[src/noc_flit_pkg.sv]
// Flit format definitions

package noc_flit_pkg;

	// ~~~~~~~~~~~~~~~~~~~~~~~~~~~~~~~~~~~~~~~~~~~~~~~~~
	// Flit layout
	//   [10]   tail marker
	//   [9:0]  field, signed hop count in a head flit
	// ~~~~~~~~~~~~~~~~~~~~~~~~~~~~~~~~~~~~~~~~~~~~~~~~~

	localparam int FLIT_W   = 11;
	localparam int HOP_W    = 10;
	localparam int HOP_LSB  = 0;
	localparam int TAIL_BIT = 10;

	// Tail marker of any flit
	function automatic logic flit_is_tail(input logic [FLIT_W-1:0] flit);
		return flit[TAIL_BIT];
	endfunction

	// Hop field read as a signed count
	function automatic logic signed [HOP_W-1:0] flit_hop(input logic [FLIT_W-1:0] flit);
		return signed'(flit[HOP_LSB +: HOP_W]);
	endfunction

	// Rebuild a flit from a tail marker and a new hop field
	function automatic logic [FLIT_W-1:0] flit_pack(
		input logic                    tail,
		input logic signed [HOP_W-1:0] hop
	);
		logic [FLIT_W-1:0] flit;

		flit                    = '0;
		flit[TAIL_BIT]          = tail;
		flit[HOP_LSB +: HOP_W]  = hop;
		return flit;
	endfunction

endpackage

[src/flit_fifo.sv]
// Input link flit FIFO

`timescale 1ns/1ps

module flit_fifo #(
	parameter int DEPTH = 4
) (
	input  logic                        clk,
	input  logic                        arst_n,
	input  logic                        push,
	input  logic [noc_flit_pkg::FLIT_W-1:0] push_flit,
	output logic                        in_ready,
	input  logic                        pop,
	output logic [noc_flit_pkg::FLIT_W-1:0] head_flit,
	output logic                        not_empty
);

	import noc_flit_pkg::*;

	localparam int PTR_W = (DEPTH > 1) ? $clog2(DEPTH) : 1;
	localparam int CNT_W = $clog2(DEPTH + 1);

	logic [FLIT_W-1:0] mem [DEPTH];
	logic [PTR_W-1:0]  wr_ptr;
	logic [PTR_W-1:0]  rd_ptr;
	logic [CNT_W-1:0]  count;

	// ~~~~~~~~~~~~~~~~~~~~~~~~~~~~~~~~~~~~~~~~~~~~~~~~~
	// Status and read port
	// ~~~~~~~~~~~~~~~~~~~~~~~~~~~~~~~~~~~~~~~~~~~~~~~~~

	assign not_empty = (count != '0);
	assign in_ready  = (count != CNT_W'(DEPTH)); // Full blocks the link
	assign head_flit = mem[rd_ptr];              // Head shows up the cycle after a write

	// Storage array
	always_ff @(posedge clk) begin
		if (push) begin
			mem[wr_ptr] <= push_flit;
		end
	end

	// Pointers and occupancy
	always_ff @(posedge clk or negedge arst_n) begin
		if (!arst_n) begin
			wr_ptr <= '0;
			rd_ptr <= '0;
			count  <= '0;
		end else begin
			if (push) begin
				wr_ptr <= (wr_ptr == PTR_W'(DEPTH - 1)) ? '0 : wr_ptr + 1'b1;
			end
			if (pop) begin
				rd_ptr <= (rd_ptr == PTR_W'(DEPTH - 1)) ? '0 : rd_ptr + 1'b1;
			end
			case ({push, pop})
				2'b10:   count <= count + 1'b1;
				2'b01:   count <= count - 1'b1;
				default: count <= count; // Idle or simultaneous read and write
			endcase
		end
	end

	// ~~~~~~~~~~~~~~~~~~~~~~~~~~~~~~~~~~~~~~~~~~~~~~~~~
	// Checks on the link and controller sides
	// ~~~~~~~~~~~~~~~~~~~~~~~~~~~~~~~~~~~~~~~~~~~~~~~~~

	// Writer must respect in_ready
	a_no_push_full: assert property (
		@(posedge clk) disable iff (!arst_n) push |-> in_ready
	) else $error("flit_fifo: push while full");

	// Route controller must not read an empty buffer
	a_no_pop_empty: assert property (
		@(posedge clk) disable iff (!arst_n) pop |-> not_empty
	) else $error("flit_fifo: pop while empty");

endmodule

[config.mk]
export PLATFORM = sky130hd
export DESIGN_NAME = flit_fifo
export DESIGN_NICKNAME = d
export VERILOG_FILES = /design/src/noc_flit_pkg.sv /design/src/flit_fifo.sv
export SDC_FILE = /design/constraint.sdc
export NUM_CORES = 1
export LEC_CHECK = 0
export BUFFER_PORTS_ARGS = -buffer_cell sky130_fd_sc_hd__buf_4
export CAP_MARGIN = 30
export CORE_ASPECT_RATIO = 0.8
export CORE_MARGIN = 2
export CORE_UTILIZATION = 35
export CTS_CLUSTER_SIZE = 24
export DETAILED_ROUTE_END_ITERATION = 10
export PLACE_DENSITY = 0.59
export SLEW_MARGIN = 5
export SYNTH_ARGS = -nofsm -noshare
export SYNTH_HDL_FRONTEND = slang
export SYNTH_SLANG_ARGS = --single-unit
[constraint.sdc]
create_clock -name clk -period 1.6 [get_ports clk]
set_input_delay 0.16 -clock clk [delete_from_list [all_inputs] [get_ports clk]]
set_output_delay 0.16 -clock clk [all_outputs]
set_load 0.01 [all_outputs]
# Yosys cells after proc, flatten, opt, wreduce, memory -nomap -nowiden
# Memory sizes are Yosys's and may differ from the RTL's.
# Index checks and enable logic that the tools add are counted.
word_totals:
  reg_bits: 7
  latchBits: 0
  ramBits: 44
  mem_bits_ro: 0
  inputBits: 15
  out_inout_bits: 13
  word_cells: 20
  memories: 1
op_classes:
  addsub: 4
  multipliers: 0
  n_div: 0
  order_cmp: 0
  n_eq_ne: 5
  shift: 0
  n_mux: 5
  n_bitwise: 0
  reduce_logical: 2
memory_table:
  columns: ["memory", "depth", "width", "read_ports", "rd_clocked_by_memory_dff", "wr", "line", "source"]
  rows:
  - ["mem", 4, 11, 1, 0, 1, "flit_fifo.sv:23", "logic [FLIT_W-1:0] mem [DEPTH];"]
op_table:
  columns: ["operator", "n"]
  rows:
  - ["2-bit == test, second input constant", 3]
  - ["3-bit one-hot mux with 2 select lines", 1]
  - ["2-bit by 1-bit adder with 2-bit output, second input constant", 2]
  - ["2-bit 2-to-1 mux", 2]
  - ["3-bit by 1-bit adder with 3-bit output, second input constant", 1]
  - ["3-bit inequality test, second input constant", 1]
  - ["3-bit nonzero test", 1]
  - ["3-bit by 1-bit subtractor with 3-bit output, second input constant", 1]
  - ["2-bit by 1-bit == test with 1-bit output, second input constant", 1]
  - ["1-bit 2-to-1 mux", 2]
  - ["2-bit nonzero test", 1]

# Depth between registers and ports, before layout
logic_depth:
  depth_word: 2
  mapped_depth: 7

# Least setup slack after synthesis
# Ideal clock, no wire load.
synth_timing:
  path_kind: "reg2reg"
  start: "register count[0]"
  end: "register count[2]"
  t_arrival_ps: 1220
  required_ps: 1521
  slack_ps: 301
  path_stages_with_launch: 6
  synth_period_minus_slack_ps: 1299
  cell_sequence: "dfrtp_1 > inv_1 > fa_1 > xor2_1 > nor2_1 > xor2_1"
synth_via:
  elab_chain_cells: 2
  word_cells_on_any_way: 3
  classes_between: "add/sub: 2; mux: 1"
synth_rtl:
  columns: ["element", "line", "source"]
  rows:
  - ["start: declaration", "flit_fifo.sv:26", "logic [CNT_W-1:0] count;"]
  - ["start signal: assignment", "flit_fifo.sv:57", "2'b10: count <= count + 1'b1;"]
  - ["start signal: assignment", "flit_fifo.sv:58", "2'b01: count <= count - 1'b1;"]
  - ["start signal: assignment", "flit_fifo.sv:59", "default: count <= count;"]
  - ["3-bit by 1-bit subtractor with 3-bit output or 3-bit by 1-bit adder with 3-bit output (tied branches)", "flit_fifo.sv:58, flit_fifo.sv:57", null]
  - ["3-bit one-hot mux with 2 select lines (*)", "flit_fifo.sv:56", "case ({push, pop})"]
# Mark *: on every way between the ends. The rest lies on a longest branch, timed or not.
# A chain may end at the register's enable or synchronous reset.

# Worst setup path in the final report
layout_timing:
  start: "register rd_ptr[0]"
  end: "output port head_flit[0] in the netlist's numbering"
layout_via:
  elab_chain_cells: 1
layout_rtl:
  columns: ["element", "line", "source"]
  rows:
  - ["start: declaration", "flit_fifo.sv:25", "logic [PTR_W-1:0] rd_ptr;"]
  - ["start signal: assignment", "flit_fifo.sv:54", "rd_ptr <= (rd_ptr == PTR_W'(DEPTH - 1)) ? '0 : rd_ptr + 1'b1;"]
  - ["memory read 4 x 11 bit", null, null]
  - ["end: declaration", "flit_fifo.sv:14", "output logic [noc_flit_pkg::FLIT_W-1:0] head_flit,"]
# Every way passes these cells.

==> metrics.md <==
| Metric | Value |
|---|---|
| Fillers | 477 |
| Fin. Hold Viols | 0 |
| Multi-input gate area | 465.4 um2 |
| Die width | slightly below 90 um |
| Largest net degree at the start of global routing | 16 |
| DR vias | approximately 940 |
| Dpl cells | 203 |
| Max clock buf depth | 2 |
| Top post-synthesis cells by area | edfxtp_1 (66%), mux4_2 (9.0%), dfrtp_1 (8.7%), mux4_1 (3.9%), ha_1 (3.7%) |
| Layer with the highest usage | met2 |
| Slew @ Worst Pin | 0.5473 ns |
| Fraction of layout cells with a size suffix above 1 | 0.4000 |
| Worst reg-to-reg path cell count | 2 |
| Power density cells | 1651 mW/mm2 |
| Area Overhead vs Synth | 23.45% |
| R2R Setup Slk | 0.20 ns |
| Clock tree from TritonCTS | built |
| Pre-antenna DRT Iters | 4 |
| Clock sink count | 51 |
| Most numerous cell on the critical path | buf_6 |
| Worst path bufs/invs | 2 |
| Initial antenna violation count | 0 |
| Worst hold path type | input pin to flip-flop |
| Startpoint Class | flip-flop |
| Number of synthesized register bits | approximately 50 |
| Area of the core | 0.005495 mm2 |
| Die footprint | 0.006375 mm2 |
| Overall Power | around 4.1 mW |
| Row cnt | 24 |
| Period minus WS final | 1.677 ns |
| Area share of the largest cell type after synthesis | 0.6567 |
| Number of I/O port buffers | 27 |
| Max_cap viols | 0 |
| CP required | 1.44 ns |
| Failing checks | setup timing |
| Slew Limit Fails | 0 |
| Slack of the critical path | -0.07726 ns |
| Ports | 28 |
| Mapped Area | approximately 0.0020 mm2 |
| Count of final setup violators | 11 |
| Worst skew pair latency | 0.29 ns |
| Mapped Avg Cell Area | between 20 and 25 um2 |
| Pleak | around 0.91 nW |
| Max-slew headroom | 0.6351 |
| CP arrival | 1.52 ns |
| Gpl congestion | between 0.7 and 0.8 |
| Routed wire length | ~3.2 mm |
| Unrepaired setup endpoints after global routing | true |
| Die height | 71.82 um |
| H-tree Lvls | 2 |
| Max incr delay on CP | between 0.5 and 0.6 ns |
| Reg-to-Reg Start | wr_ptr[0] |
| Status | finished, violations left |
| Critical path origin | rd_ptr[0] |
| VDD IR max | 0.6403 mV |
| Synth warn | 0 |
| Met1 Track Usage GR | 0.1343 |
| Clock root buffer | clkbuf_8 |
| Drt drc | 0 |
| Post-synth net total | roughly 120 |
| GR Layer Usage met2 | 0.1973 |
| CP delay by family, top | multiplexers |
| Slowest CP cell | mux4_2 |
| GRT Total Usage | 0.1160 |
| Cell Chain, Critical Path | buf_6 -> mux4_2 -> buf_6 |
| Commonest non-fill, non-tap cell in the layout | edfxtp_1 |
| Layout net count | approximately 160 |
| DP Wirelength | 2.183 mm |
| Setup CP Type | flip-flop to output pin |
| Post-Route Setup TNS | -0.6352 ns |
| Top cell type by total area after synthesis | edfxtp_1 |
| Final period util | 1.048 |
| Initial DRC Count | 34 |
| Initial Utilization | 0.3661 |
| FMAX | 596.2 MHz |
| Synth unique cells | 19 |
| CP endpoint | head_flit[0] |
| Antenna diode count | 0 |
| Wire per inst | roughly 15 um |
| Reg2reg end | mem[3][7] |
| Max FO, Critical Path | 5 |
| Most frequent cells in the layout | edfxtp_1 (44), buf_4 (20), buf_6 (12) |
| Crit. End Element | output pin |
| First-pass GRT wire length | 5.195 mm |
| Register area | 0.001498 mm2 |
| Num CTS Buffers | 5 |
| Sequential area share after synthesis | 0.7438 |
| WP depth | 3 |
| Post-synthesis instance total | 95 |
| Vias in the first global route | 1,034 |
| Worst-path clk slew | 0.08 ns |
| Total gr overflow | 0 |
| Post-route ant nets | 0 |
| Setup Skew | 0.003795 ns |
| Finished Layout Cells | roughly 210 |
| Met3 usage | 0.03687 |
| DR vias/cell | 4.394 |
## metrics by stage
| stage | area (um2) | hold slack, ns | util | setup WS (ns) |
|---|---|---|---|---|
| after floorplan | 2012 | -0.1356 | - | 0.3009 |
| after global placement | 2346 | -0.02299 | 0.4269 | 0.1548 |
| after detailed placement | 2346 | -0.02186 | 0.4269 | 0.1273 |
| after CTS | 2484 | 0.05324 | 0.4520 | -0.1140 |
| after global routing | 2484 | 0.04807 | 0.4520 | -0.1525 |
| final | 2484 | 0.06390 | 0.4520 | -0.07726 |
## final cells by class
class                   count  area share
clock inverters             2    0.005038
flip-flops and latches     51      0.6030
multi-input cells          36      0.1874
well taps                  78     0.03929
repair buffers             34      0.1270
inverters                   6    0.009068
clock buffers               6     0.02922
## cells by family (layout without fill, tap and decap cells)
kind of cell | Yosys count | in the layout | synth area share
and+or+nand+nor | 10 | 10 | 0.02674
DFF | 51 | 51 | 0.7438
buffers and inverters | 8 | 48 | 0.01928
muxes | 14 | 14 | 0.1449
AOI/OAI and AO/OA | 2 | 2 | 0.004975
xor gates and xnor gates | 3 | 3 | 0.01306
adders and majority gates | 7 | 7 | 0.04726
## registers in the layout, summed over array words and instances, names as in the netlist
register and cells:
count 3, wr_ptr 2, rd_ptr 2, mem 44
## metal layers
metal  share of wire  vias up
met2            0.53       20
li1                -      449
met1            0.42      465
met4           0.013        0
met3           0.034        2
met5               0        -
## cells in the mapped netlist
cell type,n
inv_1,6
buf_6,1
dfrtp_1,7
nand3_1,1
xor2_1,2
mux4_1,3
nor2_1,2
or3_1,2
mux4_2,8
o21ai_0,2
and2_1,4
mux2_2,2
buf_2,1
nand2_1,1
ha_1,6
mux2i_1,1
fa_1,1
xnor2_1,1
edfxtp_1,44
## power by group
part | switching [mW] | internal [mW]
logic | 0.626 | 0.890
clock network | 0.376 | 0.306
registers | 0.165 | 1.74
total | 1.17 | 2.93
## repair_timing
item | 4_1_cts | 5_1_grt
endpoints found under the setup margin | 11 | 11
setup buffers | 1 | 0
hold buffers | 1 | 0
hold endpoints to repair | 7 | 0
gates resized for setup | 16 | 0
## worst reg2reg max path: stages, from the launching register on
cell and delay [ns]:
dfrtp_1 0.39, ha_1 0.17, and2_1 0.48
## worst min path at each step
stage	startpoint	end	slack [ns]	cells past startpoint
2_1_floorplan	arst_n	count[0]	-0.14	0
3_3_place_gp	arst_n	wr_ptr[0]	-0.02	1
3_5_place_dp	arst_n	wr_ptr[1]	-0.02	1
4_1_cts	push_flit[5]	mem[2][5]	0.05	1
5_1_grt	push_flit[10]	mem[1][10]	0.05	1
6_report	push_flit[9]	mem[1][9]	0.06	1
Power figures use the tool's default switching activity.
