==> config.mk <==
export PLATFORM = sky130hd
export DESIGN_NAME = route_ctrl
export DESIGN_NICKNAME = d
export VERILOG_FILES = /design/src/noc_flit_pkg.sv /design/src/router_pkg.sv /design/src/route_ctrl.sv
export SDC_FILE = /design/constraint.sdc
export NUM_CORES = 1
export LEC_CHECK = 0
export ABC_AREA = 0
export BUFFER_PORTS_ARGS = -buffer_cell sky130_fd_sc_hd__clkbuf_2
export CORE_MARGIN = 1
export CORE_UTILIZATION = 47
export CTS_CLUSTER_SIZE = 16
export DETAILED_ROUTE_END_ITERATION = 8
export GPL_ROUTABILITY_DRIVEN = 0
export PLACE_DENSITY = 0.84
export SLEW_MARGIN = 20
export SYNTH_ARGS = -nofsm -noshare
export SYNTH_HDL_FRONTEND = slang
export SYNTH_SLANG_ARGS = --single-unit
export TNS_END_PERCENT = 50
==> constraint.sdc <==
create_clock -name clk -period 2.25 [get_ports clk]
set_clock_uncertainty 0.15 [all_clocks]
set_input_delay 0.1125 -clock clk [delete_from_list [all_inputs] [get_ports clk]]
set_output_delay 0.1125 -clock clk [all_outputs]
set_load 0.03 [all_outputs]
==> src/noc_flit_pkg.sv <==
// Flit format definitions

package noc_flit_pkg;

	// ~~~~~~~~~~~~~~~~~~~~~~~~~~~~~~~~~~~~~~~~~~~~~~~~~
	// Flit layout
	//   [10]   tail marker
	//   [9:0]  field, signed hop count in a head flit
	// ~~~~~~~~~~~~~~~~~~~~~~~~~~~~~~~~~~~~~~~~~~~~~~~~~

	localparam int FLIT_W   = 11;
	localparam int HOP_W    = 10;
	localparam int HOP_LSB  = 0;
	localparam int TAIL_BIT = 10;

	// Tail marker of any flit
	function automatic logic flit_is_tail(input logic [FLIT_W-1:0] flit);
		return flit[TAIL_BIT];
	endfunction

	// Hop field read as a signed count
	function automatic logic signed [HOP_W-1:0] flit_hop(input logic [FLIT_W-1:0] flit);
		return signed'(flit[HOP_LSB +: HOP_W]);
	endfunction

	// Rebuild a flit from a tail marker and a new hop field
	function automatic logic [FLIT_W-1:0] flit_pack(
		input logic                    tail,
		input logic signed [HOP_W-1:0] hop
	);
		logic [FLIT_W-1:0] flit;

		flit                    = '0;
		flit[TAIL_BIT]          = tail;
		flit[HOP_LSB +: HOP_W]  = hop;
		return flit;
	endfunction

endpackage

==> src/router_pkg.sv <==
// Router structure definitions

package router_pkg;

	// ~~~~~~~~~~~~~~~~~~~~~~~~~~~~~~~~~~~~~~~~~~~~~~~~~
	// Port map of a linear node
	// ~~~~~~~~~~~~~~~~~~~~~~~~~~~~~~~~~~~~~~~~~~~~~~~~~

	localparam int NUM_PORTS  = 2;
	localparam int PORT_IDX_W = (NUM_PORTS > 1) ? $clog2(NUM_PORTS) : 1;

	localparam int PORT_DOWN = 0; // Toward lower node indices
	localparam int PORT_UP   = 1; // Toward higher node indices

	// ~~~~~~~~~~~~~~~~~~~~~~~~~~~~~~~~~~~~~~~~~~~~~~~~~
	// Route controller states
	// ~~~~~~~~~~~~~~~~~~~~~~~~~~~~~~~~~~~~~~~~~~~~~~~~~

	typedef enum logic [1:0] {
		IDLE      = 2'b00, // FIFO empty, nothing requested
		PARSE     = 2'b01, // Head flit at FIFO output
		SEND_DOWN = 2'b10, // Streaming body flits to output 0
		SEND_UP   = 2'b11  // Streaming body flits to output 1
	} route_state_t;

endpackage

==> src/route_ctrl.sv <==
// Input route controller

`timescale 1ns/1ps

module route_ctrl (
	input  logic                            clk,
	input  logic                            arst_n,
	input  logic [noc_flit_pkg::FLIT_W-1:0] head_flit,
	input  logic                            not_empty,
	output logic                            pop,
	output logic                            req_down,
	output logic                            req_up,
	output logic [noc_flit_pkg::FLIT_W-1:0] fwd_flit,
	input  logic                            grant_down,
	input  logic                            grant_up,
	input  logic                            ready_down,
	input  logic                            ready_up
);

	import noc_flit_pkg::*;
	import router_pkg::*;

	route_state_t state_q;
	route_state_t state_d;

	logic                    tail;
	logic signed [HOP_W-1:0] hop;
	logic                    go_up;
	logic                    xfer_down;
	logic                    xfer_up;

	assign tail  = flit_is_tail(head_flit);
	assign hop   = flit_hop(head_flit);
	assign go_up = (hop > 0); // Zero and negative hops leave downward

	// Flit leaves on an output only with grant and ready there
	assign xfer_down = grant_down & ready_down;
	assign xfer_up   = grant_up & ready_up;

	// ~~~~~~~~~~~~~~~~~~~~~~~~~~~~~~~~~~~~~~~~~~~~~~~~~
	// Next state and outputs
	// ~~~~~~~~~~~~~~~~~~~~~~~~~~~~~~~~~~~~~~~~~~~~~~~~~

	always_comb begin : route_fsm
		state_d  = state_q;
		pop      = 1'b0;
		req_down = 1'b0;
		req_up   = 1'b0;
		fwd_flit = head_flit; // Body flits pass untouched

		case (state_q)
			IDLE: begin
				if (not_empty) begin
					state_d = PARSE;
				end
			end

			PARSE: begin
				if (!not_empty) begin
					state_d = IDLE; // Nothing waiting after the last tail
				end else if (go_up) begin
					req_up   = 1'b1;
					fwd_flit = flit_pack(tail, hop - 1'b1); // One hop closer
					pop      = xfer_up;
					if (xfer_up) begin
						state_d = tail ? PARSE : SEND_UP;
					end
				end else begin
					req_down = 1'b1;
					// Negated so the downstream node sees a positive distance
					fwd_flit = flit_pack(tail, -hop);
					pop      = xfer_down;
					if (xfer_down) begin
						state_d = tail ? PARSE : SEND_DOWN;
					end
				end
			end

			SEND_DOWN: begin
				req_down = not_empty;        // Gap in the packet drops the request
				pop      = not_empty & xfer_down;
				if (pop && tail) begin
					state_d = PARSE;
				end
			end

			SEND_UP: begin
				req_up = not_empty;
				pop    = not_empty & xfer_up;
				if (pop && tail) begin
					state_d = PARSE;
				end
			end

			default: begin
				state_d = IDLE;
			end
		endcase
	end

	always_ff @(posedge clk or negedge arst_n) begin
		if (!arst_n) begin
			state_q <= IDLE;
		end else begin
			state_q <= state_d;
		end
	end

	// ~~~~~~~~~~~~~~~~~~~~~~~~~~~~~~~~~~~~~~~~~~~~~~~~~
	// Checks
	// ~~~~~~~~~~~~~~~~~~~~~~~~~~~~~~~~~~~~~~~~~~~~~~~~~

	// A packet targets exactly one output
	a_one_direction: assert property (
		@(posedge clk) disable iff (!arst_n) !(req_down && req_up)
	) else $error("route_ctrl: both outputs requested");

endmodule

Word level (Yosys, flattened, before mapping):

Cells that the tools add are included.

* $add $sub $neg: 2
* $lt $le $gt $ge: 1
* eq/ne operators: 8
* multiplexer cells: 22
* bitwise logic cells: 4
* reduce and logical (&&, ||, !) cells: 4

Operators by type and width (number)
* 10-bit 2-to-1 mux: 3
* 2-bit 2-to-1 mux: 9
* 10-bit by 1-bit > comparator with 1-bit output, second input constant: 1
* 10-bit negator: 1
* 10-bit by 1-bit subtractor with 10-bit output, second input constant: 1
* 4-bit != test, second input constant: 2
* 2-bit one-hot mux with 4 select lines: 1
* 1-bit 2-to-1 mux: 6
* 2-bit != test, second input constant: 3
* 5-bit AND reduction: 1
* 1-bit AND: 4
* 2-bit == test, second input constant: 2
* 1-bit one-hot mux with 2 select lines: 2
* 1-bit one-hot mux with 3 select lines: 1
* 2-bit by 1-bit == test with 1-bit output, second input constant: 1
* 1-bit logical AND: 2
* 2-bit logical NOT: 1

* register bits: 2
* input port bits: 18
* output and inout port bits: 14

Logic depth before layout (Yosys ltp):

* depth in word-level cells: 5
* gate-level depth with buffers: 8
* gate-level depth less buffers: 6

Least setup slack after synthesis:

OpenSTA, ideal clock, no wires.

* kind: input port to output port
* from: in head_flit[0] in the netlist's numbering
* to: out pop
* data arrival time: 2.327 ns
* required time: 1.987 ns
* slack: -0.339 ns
* stages on the path: 7
* path buffers: 1
* cells stage by stage: inv_1 > ha_1 > or4b_1 > clkbuf_1 > o21ai_0 > mux2_2 > o32ai_1

* longest elaborated chain between the ends: 4

RTL lines
* start: declaration: RTL line route_ctrl.sv:8 `input logic [noc_flit_pkg::FLIT_W-1:0] head_flit,`
* 10-bit by 1-bit > comparator with 1-bit output: RTL line route_ctrl.sv:34 `assign go_up = (hop > 0);`
* 1-bit 2-to-1 mux: RTL line route_ctrl.sv:61 `end else if (go_up) begin`
* 1-bit 2-to-1 mux: RTL line route_ctrl.sv:59 `if (!not_empty) begin`
* 1-bit one-hot mux with 3 select lines: RTL line route_ctrl.sv:51 `case (state_q)`
* end: declaration: RTL line route_ctrl.sv:10 `output logic pop,`

No other way between the ends.

Final worst setup path:

* from: in head_flit[1] in the netlist's numbering
* to: out fwd_flit[5] in the netlist's numbering

* longest elaborated chain between the ends: 4

RTL lines
* 10-bit negator (tied with other cells): RTL line route_ctrl.sv:71 `fwd_flit = flit_pack(tail, -hop);`
* 10-bit 2-to-1 mux (*): RTL line route_ctrl.sv:61
* 10-bit 2-to-1 mux (*): RTL line route_ctrl.sv:59
* 10-bit 2-to-1 mux (*): RTL line route_ctrl.sv:51
* end: declaration: RTL line route_ctrl.sv:13 `output logic [noc_flit_pkg::FLIT_W-1:0] fwd_flit,`

Every way passes the cells marked *; elsewhere a longest branch is shown, timed or not.

==> impl_metrics.prom <==
# TYPE chip_impl_metric gauge
chip_impl_info{name="run_status",value="completed"} 1
chip_impl_metric{name="report.power.total",unit="uW"} 728
chip_impl_metric{name="number_of_inserted_diodes",unit=""} 0
chip_impl_metric{name="peakVddDrop",unit="mV"} 0.322
chip_impl_info{name="cts_root_buffer",value="sky130_fd_sc_hd__clkbuf_4"} 1
chip_impl_metric{name="wire_length_of_the_first_global_routing_pass",unit="um"} 3840
chip_impl_metric{name="timing.reg2reg.worst_path_depth",unit=""} 6
chip_impl_metric{name="ys.warnings.count",unit=""} 0
chip_impl_metric{name="first_pass_iters",unit=""} 4
chip_impl_metric{name="place.detailed.instances",unit=""} 160
chip_impl_metric{name="synth_edf_count",unit=""} 0
chip_impl_metric{name="postSynthNetCount",unit=""} 130
chip_impl_metric{name="finalWirelength",unit="um"} 2300
chip_impl_metric{name="grt_max_degree",unit=""} 9
chip_impl_metric{name="worstSkewPairLatency",unit="ns"} 0.23
chip_impl_metric{name="sequential_element_share_of_the_synthesized_area",unit=""} 0.0659
chip_impl_metric{name="postLayoutSetupSlackWorst",unit="ns"} 0.0678
chip_impl_metric{name="grt_overflow",unit=""} 0
chip_impl_metric{name="async_reset_ff_frac",unit=""} 1.00
chip_impl_metric{name="place_hpwl",unit="um"} 1740
chip_impl_info{name="worstSetupStartpointType",value="primary input"} 1
chip_impl_metric{name="drtAntennaViolNets",unit=""} 0
chip_impl_metric{name="maxCapViolCount",unit=""} 0
chip_impl_metric{name="rows",unit=""} 14
chip_impl_info{name="synth.cells.most_frequent",value="sky130_fd_sc_hd__nand2_1, sky130_fd_sc_hd__ha_1, sky130_fd_sc_hd__inv_1, sky130_fd_sc_hd__nor2_1, sky130_fd_sc_hd__xnor2_1"} 1
chip_impl_metric{name="ff2ff_setup_slack",unit="ns"} 0.19
chip_impl_metric{name="preCtsSetupSlack",unit="ns"} -0.0607
chip_impl_metric{name="yosys.cell_types.count",unit=""} 42
chip_impl_metric{name="number_of_antenna_violations_at_the_first_check_in_global_routing",unit=""} 0
chip_impl_info{name="reg2reg_to",value="state_q[1]$_DFFE_PN0P_"} 1
chip_impl_metric{name="worst-slew-pin-transition",unit="ns"} 0.553
chip_impl_info{name="cts_tree",value="done"} 1
chip_impl_info{name="reg2reg_from",value="state_q[0]$_DFFE_PN0P_"} 1
chip_impl_metric{name="max_slew_headroom",unit=""} 0.630
chip_impl_metric{name="power-per-cell-area",unit="mW/mm2"} 653
chip_impl_metric{name="critical_path_required",unit="ns"} 1.99
chip_impl_info{name="yosysMostFrequentCell",value="sky130_fd_sc_hd__nand2_1"} 1
chip_impl_info{name="synth_largest_area_cell",value="sky130_fd_sc_hd__ha_1"} 1
chip_impl_metric{name="netlist.area_leader.share",unit=""} 0.115
chip_impl_metric{name="finalNetCount",unit=""} 176
chip_impl_metric{name="route.vias.total",unit=""} 968
chip_impl_metric{name="timing.final.crit_share",unit=""} 0.970
chip_impl_metric{name="holdWs",unit="ns"} 0.0548
chip_impl_metric{name="post_synth_instance_area",unit="um2"} 759
chip_impl_info{name="max_flop_register",value="state_q"} 1
chip_impl_metric{name="final_count_of_pins_violating_max_slew",unit=""} 0
chip_impl_metric{name="area_growth",unit="%"} 46.8
chip_impl_metric{name="io_pins",unit=""} 32
chip_impl_metric{name="ys_seq_elements",unit=""} 2
chip_impl_metric{name="cts-root-to-sink-buffers",unit=""} 2
chip_impl_metric{name="critPathArrivalTime",unit="ns"} 1.92
chip_impl_metric{name="cts_buffer_count",unit=""} 3
chip_impl_info{name="hp-class",value="in2async"} 1
chip_impl_info{name="crit_slowest_cell",value="sky130_fd_sc_hd__or4b_4"} 1
chip_impl_metric{name="leakage",unit="uW"} 0.000519
chip_impl_metric{name="routed_wire_length_per_instance",unit="um"} 14.0
chip_impl_metric{name="crit_path_max_incr_delay",unit="ns"} 0.49
chip_impl_metric{name="grtUsageTotal",unit=""} 0.269
chip_impl_metric{name="viasPerCell",unit=""} 5.87
chip_impl_metric{name="n_fill_cell",unit=""} 116
chip_impl_metric{name="vias_in_the_first_global_route",unit=""} 950
chip_impl_metric{name="h_tree_level_count",unit=""} 1
chip_impl_metric{name="chipWidth",unit="um"} 42.2
chip_impl_metric{name="largest_reg_flops",unit=""} 2
chip_impl_metric{name="utilization",unit=""} 0.740
chip_impl_metric{name="port-buffer-count",unit=""} 31
chip_impl_metric{name="maximum_fanout_encountered_on_the_critical_timing_path",unit=""} 8
chip_impl_metric{name="setup_viol",unit=""} 0
chip_impl_metric{name="number_of_violations_reported_at_the_end_of_detailed_routing_iteration_0",unit=""} 26
chip_impl_metric{name="post_layout_cell_count",unit=""} 165
chip_impl_metric{name="maximum_clock_frequency",unit="MHz"} 458
chip_impl_info{name="ys_top_cells_by_area",value="sky130_fd_sc_hd__ha_1, sky130_fd_sc_hd__xnor2_1, sky130_fd_sc_hd__dfrtp_1, sky130_fd_sc_hd__nand2_1, sky130_fd_sc_hd__mux2i_1"} 1
chip_impl_info{name="reg.largest.list",value="state_q (2)"} 1
chip_impl_info{name="endpoint_kind_of_the_worst_setup_timing_path",value="output pin"} 1
chip_impl_metric{name="synthesis.instances",unit=""} 105
chip_impl_metric{name="core-area",unit="mm2"} 0.00151
chip_impl_metric{name="detailed_route_drc_error_count",unit=""} 0
chip_impl_metric{name="syn_avg_cell_area",unit="um2"} 7.23
chip_impl_metric{name="timing.final.crit_period",unit="ns"} 2.18
chip_impl_metric{name="starting_density_of_the_core",unit=""} 0.504
chip_impl_info{name="timing.setup.critical_path_class",value="in2out"} 1
chip_impl_metric{name="clock_sink_count",unit=""} 2
chip_impl_metric{name="clock_slew_at_reported_path_ffs",unit="ns"} 0.03
chip_impl_metric{name="hold_violations",unit=""} 0
chip_impl_metric{name="post_route_cells_drive_above_1_share",unit=""} 0.443
chip_impl_metric{name="dieHeight",unit="um"} 42.2
chip_impl_info{name="crit_chain",value="buf_6 > inv_4 > ha_4 > or4b_4 > buf_4 > o21a_2 > mux2i_1 > xnor2_1 > clkbuf_2"} 1
chip_impl_metric{name="die_area",unit="mm2"} 0.00178
chip_impl_info{name="synthFlopType",value="sky130_fd_sc_hd__dfrtp_1"} 1
## where the power goes
group	internal [uW]	total [uW]	switching, uW	leakage, uW
sequential	50.4	62.4	11.9	0.0000243
clock	59.0	81.6	22.5	0.0000138
combinational	235	584	349	0.000481
## metal layers
metal,GRT usage,up-vias,part of all wire
met2,0.511,33,0.49
met3,0.0216,2,0.045
met5,0,-,0
met1,0.315,445,0.45
li1,-,488,-
met4,0.0750,0,0.0074
## logic make-up (layout without fill, tap and decap cells)
logic type,after synthesis,after routing,synth area share
AOI/OAI and AO/OA,29,29,0.288
xor gates and xnor gates,7,7,0.0807
adders and majority gates,7,7,0.115
buffers and inverters,14,58,0.0956
DFF,2,2,0.0659
muxes,4,4,0.0544
and+or+nand+nor,42,42,0.300
## how the worst max path moves through the flow
stage	cells past startpoint	start	slack (ns)	end
final	9	head_flit[1]	0.07	fwd_flit[5]
after global routing	9	head_flit[1]	-0.01	fwd_flit[6]
after CTS	9	head_flit[1]	0.02	fwd_flit[4]
after detailed placement	8	head_flit[1]	-0.06	pop
after global placement	9	head_flit[1]	0.01	fwd_flit[7]
after floorplan	8	head_flit[0]	-0.03	fwd_flit[1]
## cell type report
class / instances / area [um2] / share of cell area
repair buffers: 48 / 312 / 0.279
well taps: 16 / 20.0 / 0.0180
multi-input cells: 89 / 682 / 0.612
inverters: 7 / 28.8 / 0.0258
flip-flops and latches: 2 / 50.0 / 0.0449
clock buffers: 3 / 22.5 / 0.0202
## what timing repair did
action,in CTS,in global routing
endpoints found under the hold margin,2,0
hold buffers,1,0
pin swaps,0,4
buffers inserted,0,1
setup endpoints to repair,6,10
resized for setup,6,17
## layout by cell type (no fill, tap or decap), types with 2 or more instances in the layout
master | synthesis | routed
sky130_fd_sc_hd__a211oi_1 | 2 | 2
sky130_fd_sc_hd__a21oi_1 | 3 | 3
sky130_fd_sc_hd__a31o_2 | 2 | 2
sky130_fd_sc_hd__a31oi_1 | 3 | 3
sky130_fd_sc_hd__a32oi_1 | 2 | 2
sky130_fd_sc_hd__and2_1 | 3 | 2
sky130_fd_sc_hd__buf_4 | 1 | 16
sky130_fd_sc_hd__buf_6 | 2 | 3
sky130_fd_sc_hd__clkbuf_2 | 0 | 24
sky130_fd_sc_hd__clkbuf_4 | 0 | 6
sky130_fd_sc_hd__dfrtp_1 | 2 | 2
sky130_fd_sc_hd__ha_1 | 7 | 6
sky130_fd_sc_hd__inv_1 | 7 | 5
sky130_fd_sc_hd__mux2i_1 | 3 | 3
sky130_fd_sc_hd__nand2_1 | 11 | 10
sky130_fd_sc_hd__nand2b_1 | 2 | 2
sky130_fd_sc_hd__nand3_1 | 2 | 2
sky130_fd_sc_hd__nand4_1 | 3 | 3
sky130_fd_sc_hd__nor2_1 | 6 | 6
sky130_fd_sc_hd__nor3_1 | 3 | 3
sky130_fd_sc_hd__nor4_1 | 4 | 4
sky130_fd_sc_hd__o211ai_1 | 3 | 3
sky130_fd_sc_hd__o21ai_0 | 5 | 4
sky130_fd_sc_hd__xnor2_1 | 6 | 6
## stage by stage
stage | area, um2 | setup TNS [ns]
after CTS | 1060 | 0
after global placement | 1020 | 0
after global routing | 1110 | -0.0266
after floorplan | 778 | -0.0284
after detailed placement | 1020 | -0.240
final | 1110 | 0
## critical path, delay by kind of cell
family,cells,cell delay (ns)
multiplexers,1,0.21
AND/OR/NAND/NOR,1,0.49
adder cells (fa/ha/maj),1,0.13
XOR/XNOR,1,0.15
buffers and inverters,4,0.56
AO/OA/AOI/OAI,1,0.27
(Power assumes the default switching activity.)
